### config.mk
export PLATFORM = sky130hd
export DESIGN_NAME = countdown_matrix
export DESIGN_NICKNAME = d
export VERILOG_FILES = /design/src/matrix_pkg.sv /design/src/timer_pkg.sv /design/src/countdown_matrix.sv /design/src/digit_matrix_scan.sv /design/src/countdown_ctrl.sv /design/src/step_tick.sv
export SDC_FILE = /design/constraint.sdc
export NUM_CORES = 1
export LEC_CHECK = 0
export BUFFER_PORTS_ARGS = -buffer_cell sky130_fd_sc_hd__buf_2
export CAP_MARGIN = 10
export CELL_PAD_IN_SITES_DETAIL_PLACEMENT = 0
export CELL_PAD_IN_SITES_GLOBAL_PLACEMENT = 1
export CORE_MARGIN = 4
export CORE_UTILIZATION = 40
export CTS_CLUSTER_DIAMETER = 60
export DETAILED_ROUTE_END_ITERATION = 8
export GPL_ROUTABILITY_DRIVEN = 0
export HOLD_SLACK_MARGIN = 0.06
export PLACE_DENSITY_LB_ADDON = 0.1
export SLEW_MARGIN = 0
export SYNTH_ARGS = -nofsm -noshare
export SYNTH_HDL_FRONTEND = slang
export SYNTH_HIERARCHICAL = 1
export SYNTH_SLANG_ARGS = --single-unit
### constraint.sdc
create_clock -name clk -period 2 [get_ports clk]
set_input_delay 0.4 -clock clk [delete_from_list [all_inputs] [get_ports clk]]
set_output_delay 0.4 -clock clk [all_outputs]
set_load 0.02 [all_outputs]
### src/matrix_pkg.sv
`default_nettype none

package matrix_pkg;

    // 8x8 two-colour panel
    localparam int MATRIX_ROWS = 8;
    localparam int MATRIX_COLS = 8;

    typedef logic [MATRIX_ROWS-1:0] row_t;   // active low, one bit per row
    typedef logic [MATRIX_COLS-1:0] col_t;   // active high, one colour
    typedef logic [2:0] row_idx_t;

    // 0..5 are glyphs, 6 and 7 are dark
    typedef logic [2:0] digit_t;

    localparam digit_t DIGIT_BLANK = 3'd7;

    // one scanned word of the panel
    typedef struct packed {
        row_t row;
        col_t colr;
        col_t colg;
    } matrix_drive_t;

endpackage

`default_nettype wire
### src/timer_pkg.sv
`default_nettype none

package timer_pkg;

    // countdown controller states
    typedef enum logic [1:0] {
        IDLE     = 2'd0,
        COUNTING = 2'd1,
        FINISHED = 2'd2
    } ctrl_state_t;

    // what the controller reports to the top level
    typedef struct packed {
        matrix_pkg::digit_t digit;
        logic               done;   // level, high from zero until restart
    } timer_status_t;

endpackage

`default_nettype wire

### src/countdown_matrix.sv
`timescale 1ns/1ns
`default_nettype none

module countdown_matrix #(
    parameter int TICKS_PER_STEP = 1000,   // 1 s per digit at 1 kHz
    parameter int START_VALUE    = 5
) (
    input  logic                      clk,
    input  logic                      rst,
    input  logic                      start,
    output matrix_pkg::matrix_drive_t matrix,
    output logic                      done
);

    import timer_pkg::*;

    logic          tick;
    timer_status_t status;

    step_tick #(
        .TICKS_PER_STEP(TICKS_PER_STEP)
    ) step_tick_inst (
        .clk  (clk),
        .rst  (rst),
        .start(start),
        .tick (tick)
    );

    countdown_ctrl #(
        .START_VALUE(START_VALUE)
    ) countdown_ctrl_inst (
        .clk   (clk),
        .rst   (rst),
        .start (start),
        .tick  (tick),
        .status(status)
    );

    digit_matrix_scan digit_matrix_scan_inst (
        .clk   (clk),
        .rst   (rst),
        .digit (status.digit),
        .matrix(matrix)
    );

    assign done = status.done;

endmodule

`default_nettype wire

### src/digit_matrix_scan.sv
`timescale 1ns/1ns
`default_nettype none

module digit_matrix_scan (
    input  logic                      clk,
    input  logic                      rst,
    input  matrix_pkg::digit_t        digit,
    output matrix_pkg::matrix_drive_t matrix
);

    import matrix_pkg::*;

    digit_t   digit_q;
    row_idx_t row_idx;

    // bitmap of one glyph row, colour applied separately
    function automatic col_t glyph_bits(input digit_t d, input row_idx_t r);
        col_t bits;
        bits = '0;
        case (d)
            3'd5:
                case (r)
                    3'd0:       bits = 8'b0111_1110;
                    3'd1:       bits = 8'b0110_0000;
                    3'd2:       bits = 8'b0111_1100;
                    3'd3, 3'd4: bits = 8'b0000_0110;
                    3'd5:       bits = 8'b0110_0110;
                    3'd6:       bits = 8'b0011_1100;
                    default:    bits = '0;
                endcase
            3'd4:
                case (r)
                    3'd0, 3'd5, 3'd6: bits = 8'b0000_1100;
                    3'd1:             bits = 8'b0001_1100;
                    3'd2:             bits = 8'b0010_1100;
                    3'd3:             bits = 8'b0100_1100;
                    3'd4:             bits = 8'b0111_1110;
                    default:          bits = '0;
                endcase
            3'd3:
                case (r)
                    3'd0, 3'd6: bits = 8'b0011_1100;
                    3'd1, 3'd5: bits = 8'b0110_0110;
                    3'd2, 3'd4: bits = 8'b0000_0110;
                    3'd3:       bits = 8'b0001_1100;
                    default:    bits = '0;
                endcase
            3'd2:
                case (r)
                    3'd0:    bits = 8'b0011_1100;
                    3'd1:    bits = 8'b0110_0110;
                    3'd2:    bits = 8'b0000_0110;
                    3'd3:    bits = 8'b0000_1100;
                    3'd5:    bits = 8'b0011_0000;
                    3'd6:    bits = 8'b0110_0000;
                    3'd7:    bits = 8'b0111_1110;
                    default: bits = '0;   // row 4 left dark
                endcase
            3'd1:
                case (r)
                    3'd1, 3'd2, 3'd4, 3'd5, 3'd6: bits = 8'b0001_1000;
                    3'd3:                         bits = 8'b0011_1000;
                    3'd7:                         bits = 8'b0111_1110;
                    default:                      bits = '0;
                endcase
            3'd0:
                case (r)
                    3'd1, 3'd7:                   bits = 8'b0011_1100;
                    3'd2, 3'd3, 3'd4, 3'd5, 3'd6: bits = 8'b0100_0010;
                    default:                      bits = '0;
                endcase
            default: bits = '0;   // blank codes
        endcase
        return bits;
    endfunction

    // red for 5..2, green for 3..0, so 3 and 2 come out yellow
    function automatic logic shows_red(input digit_t d);
        return (d >= 3'd2) && (d <= 3'd5);
    endfunction

    function automatic logic shows_green(input digit_t d);
        return d <= 3'd3;
    endfunction

    // input digit held for a whole scan step
    always_ff @(posedge clk or posedge rst)
    begin
        if (rst)
            digit_q <= DIGIT_BLANK;
        else
            digit_q <= digit;
    end

    always_ff @(posedge clk or posedge rst)
    begin
        if (rst)
            row_idx <= '0;
        else
            row_idx <= row_idx + 1'b1;   // wraps 7 -> 0
    end

    // row and columns taken from the same index, so one word stays coherent
    always_ff @(posedge clk or posedge rst)
    begin
        if (rst)
        begin
            matrix.row  <= '1;   // nothing lit
            matrix.colr <= '0;
            matrix.colg <= '0;
        end
        else
        begin
            matrix.row <= ~(row_t'(1) << row_idx);
            if (shows_red(digit_q))
                matrix.colr <= glyph_bits(digit_q, row_idx);
            else
                matrix.colr <= '0;
            if (shows_green(digit_q))
                matrix.colg <= glyph_bits(digit_q, row_idx);
            else
                matrix.colg <= '0;
        end
    end

endmodule

`default_nettype wire

### src/countdown_ctrl.sv
`timescale 1ns/1ns
`default_nettype none

module countdown_ctrl #(
    parameter int START_VALUE = 5
) (
    input  logic                    clk,
    input  logic                    rst,
    input  logic                    start,
    input  logic                    tick,
    output timer_pkg::timer_status_t status
);

    import matrix_pkg::*;
    import timer_pkg::*;

    localparam digit_t FIRST_DIGIT = digit_t'(START_VALUE);

    ctrl_state_t state;
    digit_t      digit_q;
    logic        done_q;
    logic        start_ok;

    // restart allowed only when not already running
    assign start_ok = start && (state != COUNTING);

    always_ff @(posedge clk or posedge rst)
    begin
        if (rst)
        begin
            state   <= IDLE;
            digit_q <= DIGIT_BLANK;
            done_q  <= 1'b0;
        end
        else
        begin
            case (state)
                IDLE, FINISHED:
                begin
                    if (start_ok)
                    begin
                        state   <= COUNTING;
                        digit_q <= FIRST_DIGIT;
                        done_q  <= 1'b0;
                    end
                end
                COUNTING:
                begin
                    if (tick)
                    begin
                        digit_q <= digit_q - 1'b1;
                        // last step lands on zero
                        if (digit_q == 3'd1)
                        begin
                            state  <= FINISHED;
                            done_q <= 1'b1;
                        end
                    end
                end
                default:
                begin
                    state   <= IDLE;
                    digit_q <= DIGIT_BLANK;
                    done_q  <= 1'b0;
                end
            endcase
        end
    end

    assign status.digit = digit_q;
    assign status.done  = done_q;

endmodule

`default_nettype wire

### src/step_tick.sv
`timescale 1ns/1ns
`default_nettype none

module step_tick #(
    parameter int TICKS_PER_STEP = 1000
) (
    input  logic clk,
    input  logic rst,
    input  logic start,
    output logic tick
);

    localparam int CNT_W = $clog2(TICKS_PER_STEP + 1);
    localparam logic [CNT_W-1:0] RELOAD = CNT_W'(TICKS_PER_STEP - 1);

    logic [CNT_W-1:0] cnt;

    // down-counter; start realigns the step boundary
    always_ff @(posedge clk or posedge rst)
    begin
        if (rst)
        begin
            cnt  <= '0;
            tick <= 1'b0;
        end
        else if (start)
        begin
            cnt  <= RELOAD;
            tick <= 1'b0;
        end
        else if (cnt == '0)
        begin
            cnt  <= RELOAD;
            tick <= 1'b1;   // one cycle per period
        end
        else
        begin
            cnt  <= cnt - 1'b1;
            tick <= 1'b0;
        end
    end

endmodule

`default_nettype wire

==> results of run 1 <==
==> power groups by stage <==
stage | Combinational [mW] | Sequential, mW | Clock, mW
6_report | 0.325 | 0.988 | 0.651
5_1_grt | 0.360 | 1.00 | 0.720
4_1_cts | 0.331 | 0.989 | 0.687
3_5_place_dp | 0.328 | 1.00 | 0
3_3_place_gp | 0.331 | 1.01 | 0
2_1_floorplan | 0.166 | 1.06 | 0
==> logic make-up after synthesis <==
| logic type | Yosys count | synth area share [%] |
|---|---|---|
| other | 1 | 0.166 |
| muxes | 3 | 1.39 |
| AOI/OAI and AO/OA | 50 | 15.5 |
| DFF | 42 | 47.4 |
| and+or+nand+nor | 80 | 20.4 |
| buffers and inverters | 36 | 7.50 |
| xor gates and xnor gates | 4 | 1.55 |
| adders and majority gates | 11 | 6.11 |
==> cell usage in the layout, fill, tap and decap left out, drive strengths merged, types with 3 or more instances in the layout <==
cell    Yosys  routed
ha         11      11
o211ai      5       5
o21ai      11      11
a21oi      12      12
xnor2       3       3
nor2       18      18
buf        11      39
nand2b      7       7
nor3       11      11
or3         5       5
nor4        3       3
clkbuf      3       5
nand3       3       3
a31oi       3       3
inv        22      22
nor2b       4       4
nand2      15      15
conb        1       4
dfrtp      28      28
dfstp      14      14
==> what timing repair did <==
item                                    CTS  global route
buffers inserted                          1             0
endpoints found under the setup margin    6             7
pin swaps                                 1             2
resized for setup                         6            14
hold buffers                              1             0
hold endpoints to repair                  2             0
==> worst max-delay path by stage <==
stage | from | to | slack [ns] | depth (start not counted)
floorplan | digit_matrix_scan_inst/row_idx[1] | digit_matrix_scan_inst/matrix[10] | 0.12 | 6
global placement | digit_matrix_scan_inst/row_idx[0] | digit_matrix_scan_inst/matrix[9] | -0.14 | 7
detailed placement | digit_matrix_scan_inst/row_idx[1] | digit_matrix_scan_inst/matrix[9] | -0.12 | 7
CTS | digit_matrix_scan_inst/row_idx[1] | digit_matrix_scan_inst/matrix[14] | 0.008 | 8
global route | digit_matrix_scan_inst/row_idx[0] | digit_matrix_scan_inst/matrix[14] | -0.03 | 8
finish | digit_matrix_scan_inst/row_idx[0] | digit_matrix_scan_inst/matrix[10] | 0.06 | 6
==> registers in the layout, summed over array words and instances, names as in the netlist <==
name and count:
step_tick_inst/tick 1, countdown_ctrl_inst/done_q 1, countdown_ctrl_inst/digit_q 3, countdown_ctrl_inst/state 1
digit_matrix_scan_inst/matrix 20, step_tick_inst/cnt 10, digit_matrix_scan_inst/digit_q 3, digit_matrix_scan_inst/row_idx 3
==> through the flow <==
stage / setup slack (ns) / hold WS, ns / cell area [sq um] / util, %
after global routing: -0.0342 / 0.401 / 2690 / 49.2
after CTS: 0.00840 / 0.398 / 2640 / 48.2
after detailed placement: -0.123 / 0.331 / 2500 / 45.6
after global placement: -0.140 / 0.330 / 2500 / 45.6
final: 0.0594 / 0.395 / 2690 / 49.2
after floorplan: 0.120 / 0.176 / 2260 / -
==> area by class of cell <==
cell class,count,area (sq um),share of cell area (%)
Multi-Input combinational cell,152,1100,40.7
Inverter,22,82.6,3.07
Tap cell,72,90.1,3.34
Timing Repair Buffer,40,245,9.10
Sequential cell,42,1070,39.7
Clock inverter,3,40.0,1.49
Clock buffer,5,68.8,2.55
==> routing by layer <==
| layer | global-route usage (%) | wire length (um) |
|---|---|---|
| met1 | 18.0 | 2030 |
| met2 | 23.7 | 2360 |
| met3 | 3.67 | 223 |
| met4 | 5.20 | 77 |
| met5 | 0 | 0 |
==> summary.md, run 1 <==
| Metric | Value |
|---|---|
| Status | `completed` |
| Initial DRC Count | `104` |
| Drt drc | `0` |
| Top-count cell post-synth | `dfrtp_1` |
| Setup Viol. Count Final | `0` |
| Nets | `277` |
| Fin crit period | `1.94 ns` |
| Detailed-route wire length | `4690 um` |
| Yosys reg bits | `42` |
| Share of cells above drive strength 1 | `33.0%` |
| # placed instances | `326` |
| Power per cell area | `729 nW/um^2` |
| Reg-to-reg endpoint | `digit_matrix_scan_inst/matrix[10]` |
| Critical Path Slowest Stage Cell | `dfrtp_2` |
| End point of the worst hold path | `digit_matrix_scan_inst/digit_q[1]` |
| Post-synth ARST share | `100%` |
| NetSw | `0.535 mW` |
| Sw frac | `27.2%` |
| Post-synth EDFFs | `0` |
| Synth Instances | `227` |
| Vias post-DR | `1731` |
| Commonest cells in the netlist | `dfrtp_1, inv_1, nor2_1` |
| CTS tree | `yes` |
| Total internal power | `1.43 mW` |
| Global route overflow | `0` |
| I/O Buffers | `23` |
| Pin count of the biggest net entering global routing | `27` |
| CP endpoint kind | `flop` |
| Fmax achieved | `515 MHz` |
| CTS root buffer | `clkbuf_8` |
| Die Area | `6900 sq um` |
| Worst R2R Start | `digit_matrix_scan_inst/row_idx[0]` |
| Mapped cell area | `2250 sq um` |
| Reg clk slew, reported paths | `0.08 ns` |
| HP Class | `reg -> reg` |
| Power Total | `1.97 mW` |
| Site row count | `27` |
| RSZ-0062 raised after global routing | `yes` |
| Leakage power | `1.19 nW` |
| Worst Reg-to-Reg Cells | `6` |
| Pins Over Slew Limit | `0` |
| H-Tree Level Count | `2` |
| Die width | `83.1 um` |
| Vias in the first global route | `1705` |
| Global-route wire length before repair | `8200 um` |
| CP cell instances | `ha_2 -> ha_2 -> nor4_4 -> nor2_1 -> a2111o_1 -> a22o_1` |
| Fin crit share | `97.0%` |
| Initial antenna violation count | `0` |
| HPWL after detailed placement | `3470 um` |
| Critical path launch point type | `flop` |
| Worst-case vdd ir drop | `0.405 mV` |
| Setup slack, reg-to-reg | `0.06 ns` |
| Die height | `83.1 um` |
| Largest cells by area after synthesis | `dfrtp_1, dfstp_2, ha_1, inv_1, nor2_1` |
| Yosys cell types | `57` |
| Clock skew | `0.00788 ns` |
| Via/cell ratio | `5.15` |
| Avg Cell Area, Syn | `9.93 sq um` |
| Diodes inserted | `0` |
| Area grow syn2layout | `19.5%` |
| Fillers | `518` |
| Routed len/inst | `14.0 um` |
| Top-area cell type share of the netlist area | `31.1%` |
| Clock share of power | `33.1%` |
| Combinational power share | `16.6%` |
| Largest stage delay, worst path | `0.45 ns` |
| YS warnings | `6` |
| Critical path buffers and inverters | `0` |
| Ports | `28` |
| Starting Density | `41.2%` |
| Worst-skew pair later-pin latency | `0.29 ns` |
| Hold-critical path depth | `0` |
| Final Hold Viols | `0` |
| Final cell count without fillers | `336` |
| Gr usage total | `14.3%` |
| Most area-hungry cell type in the Yosys netlist | `dfrtp_1` |
| CP required | `2.18 ns` |
| Setup_tns | `0 ns` |
| Drt first pass iters | `4` |
| Top_reg_cell synth | `dfrtp_1` |
| Clock sinks | `42` |
| Final ANT Viol Nets | `0` |
| CP Class | `reg -> reg` |
| Cts bufs inserted | `5` |
| Clock tree buffer depth | `2` |
| Sequential-to-total area share from yosys stat | `47.4%` |
| Max-Cap Viols | `0` |
| Worst EP arrival | `2.12 ns` |
| HP Start | `countdown_ctrl_inst/digit_q[1]` |
| Top cell by count, worst path | `ha_2` |
| Max FO, Critical Path | `6` |
| Top Family by Delay on Critical Path | `compound AO/OA/AOI/OAI gates` |
| Core region area | `5470 sq um` |
| Sequential power share | `50.3%` |
No activity file was read; power rests on OpenSTA's default activity.
==> run 2, diff against run 1 <==
--- a/config.mk
+++ b/config.mk
@@ -15,7 +15,7 @@
 export DETAILED_ROUTE_END_ITERATION = 8
 export GPL_ROUTABILITY_DRIVEN = 0
 export HOLD_SLACK_MARGIN = 0.06
-export PLACE_DENSITY_LB_ADDON = 0.1
+export PLACE_DENSITY_LB_ADDON = 0.15
 export SLEW_MARGIN = 0
 export SYNTH_ARGS = -nofsm -noshare
 export SYNTH_HDL_FRONTEND = slang
==> run 2 against run 1 <==
  * Power fell by 4.9%
  * Clock skew is 0.0012 ns lower
  * Count of clock-buffer cells in the layout grew 2
  * Sequential power is essentially flat
  * Highest routed layer unchanged
  * Critical path depth up 2
  * Combinational power hardly changed
  * Setup slack improved by 0.019 ns
  * Cell area rose by 0.56%
  * Largest power group unchanged
  * First-iteration DRC count up 49%
  * Hold slack lost 0.0043 ns
  * Utilization rose by 0.27 points
  * Routed wire length up 1.2%
==> summary.md, run 2 (synthesis gave the netlist of run 1 again) <==
| Metric | Value |
|---|---|
| Global route overflow | `0` |
| Site row count | `27` |
| CTS tree | `yes` |
| Initial DRC Count | `155` |
| Starting Density | `41.2%` |
| Top cell by count, worst path | `buf_4` |
| CP cell instances | `inv_1 -> ha_2 -> nor3_4 -> a211oi_4 -> buf_4 -> a211oi_2 -> buf_4 -> nor2_1` |
| Fmax achieved | `520 MHz` |
| Nets | `278` |
| Max-Cap Viols | `0` |
| Clock share of power | `29.4%` |
| Worst-case vdd ir drop | `0.366 mV` |
| Diodes inserted | `0` |
| Max FO, Critical Path | `8` |
| Area grow syn2layout | `20.2%` |
| Core region area | `5470 sq um` |
| WL met1 | `1940 um` |
| Critical Path Slowest Stage Cell | `dfrtp_2` |
| CP required | `2.22 ns` |
| Largest regs | `digit_matrix_scan_inst/matrix x20, step_tick_inst/cnt x10` |
| Power per cell area | `690 nW/um^2` |
| Max reg flops | `20` |
| Cts bufs inserted | `5` |
| Routed wl met3 | `200 um` |
| Clock sinks | `42` |
| Via/cell ratio | `5.22` |
| Detailed-route wire length | `4750 um` |
| Die Area | `6900 sq um` |
| Worst EP arrival | `2.15 ns` |
| Vias post-DR | `1759` |
| Status | `completed` |
| Vias in the first global route | `1758` |
| Worst slew pin tran | `0.499 ns` |
| Setup Viol. Count Final | `0` |
| CP Class | `reg -> reg` |
| Pins Over Slew Limit | `0` |
| Final ANT Viol Nets | `0` |
| Critical path launch point type | `flop` |
| Most flops, register | `digit_matrix_scan_inst/matrix` |
| Initial antenna violation count | `0` |
| Worst-skew pair later-pin latency | `0.29 ns` |
| I/O Buffers | `23` |
| Pin count of the biggest net entering global routing | `27` |
| RSZ-0062 raised after global routing | `yes` |
| Placed Area | `2500 sq um` |
| Slew margin rel. | `66.5%` |
| Reg clk slew, reported paths | `0.08 ns` |
| Routed len/inst | `14.1 um` |
| Gr usage total | `14.1%` |
| Final Hold Viols | `0` |
| Ports | `28` |
| Power Total | `1.87 mW` |
| Drt first pass iters | `4` |
| H-Tree Level Count | `2` |
| Commonest non-fill, non-tap cell in the layout | `dfrtp_1` |
| NetSw | `0.527 mW` |
| HPWL after detailed placement | `3500 um` |
| Fin crit period | `1.92 ns` |
| Top layer in use | `met4` |
| CP endpoint kind | `flop` |
| Fin crit share | `96.1%` |
| Sequential power share | `53.0%` |
| CTS root buffer | `clkbuf_8` |
| Drt drc | `0` |
| Largest stage delay, worst path | `0.46 ns` |
| Clock tree buffer depth | `2` |
| Most frequent cells in the layout | `dfrtp_1, buf_2, inv_1, nor2_1, buf_4` |
| Share of cells above drive strength 1 | `31.3%` |
| HP Class | `reg -> reg` |
| Setup_tns | `0 ns` |
| Combinational power share | `17.6%` |
| Die width | `83.1 um` |
| Final Instance Area | `2710 sq um` |
| Met2 WL post-DR | `2460 um` |
| Die height | `83.1 um` |
| Clock skew | `0.00666 ns` |
| Total internal power | `1.34 mW` |
| Global-route wire length before repair | `8020 um` |
| Sw frac | `28.2%` |
| Leakage power | `1.19 nW` |
run 2: cell count changes in the layout (fill, tap and decap cells not counted), moves of 2 or more:
cell / before / now
ha_2: 5 / 3
inv_1: 20 / 22
inv_2: 2 / 0
nor2_1: 16 / 18
nor2_2: 2 / 0
run 2: per-stage QoR:
| step | utilization, % | hold slack (ns) | setup slack [ns] | instances |
|---|---|---|---|---|
| 2_1_floorplan | - | 0.176 | 0.120 | 230 |
| 3_3_place_gp | 45.7 | 0.339 | -0.134 | 327 |
| 3_5_place_dp | 45.7 | 0.337 | -0.144 | 327 |
| 4_1_cts | 48.0 | 0.393 | 0.00286 | 336 |
| 5_1_grt | 49.5 | 0.400 | -0.0601 | 337 |
| 6_report | 49.5 | 0.390 | 0.0782 | 337 |
run 2: repair_timing:
item / 4_1_cts / 5_1_grt
endpoints found under the setup margin: 6 / 10
buffers inserted: 0 / 1
hold buffers: 1 / 0
endpoints found under the hold margin: 2 / 0
pin swaps: 1 / 2
resized for setup: 6 / 12
run 2: worst paths after layout:
path,startpoint,to,slack [ns],cells past startpoint
max,digit_matrix_scan_inst/row_idx[0],digit_matrix_scan_inst/matrix[6],0.08,8
min,countdown_ctrl_inst/digit_q[1],digit_matrix_scan_inst/digit_q[1],0.39,0
max reg2reg,digit_matrix_scan_inst/row_idx[0],digit_matrix_scan_inst/matrix[6],0.08,8
min reg2reg,countdown_ctrl_inst/digit_q[1],digit_matrix_scan_inst/digit_q[1],0.39,0
max in group asynchronous,rst,digit_matrix_scan_inst/matrix[17],0.97,4
min in group asynchronous,rst,countdown_ctrl_inst/done_q,0.57,3
run 2: per-layer routing:
layer  vias to the layer above  global-route usage [%]
li1                        860                       -
met1                       844                    16.0
met2                        42                    24.5
met3                        13                    3.57
met4                         0                    6.98
met5                         -                       0
run 2: cell type report:
cell class | count | area, sq um
clock buffers | 7 | 86.3
clock inverters | 1 | 5.00
fillers | 547 | 2760
inverters | 22 | 82.6
multi-input cells | 152 | 1120
flip-flops and latches | 42 | 1070
well taps | 72 | 90.1
repair buffers | 41 | 253
run 2: critical path, delay by kind of cell (launching register included):
| kind | cells | cell delay [ns] |
|---|---|---|
| adders and majority gates | 1 | 0.35 |
| AOI/OAI and AO/OA | 2 | 0.40 |
| buffers and inverters | 3 | 0.50 |
| and+or+nand+nor | 2 | 0.15 |
| DFF | 1 | 0.46 |
run 2: power groups by stage:
stage               combinational (mW)  sequential [mW]  clock (mW)
finish                           0.328            0.991       0.550
global route                     0.362             1.01       0.597
CTS                              0.333            0.992       0.573
detailed placement               0.327             1.01           0
global placement                 0.329             1.01           0
floorplan                        0.166             1.06           0
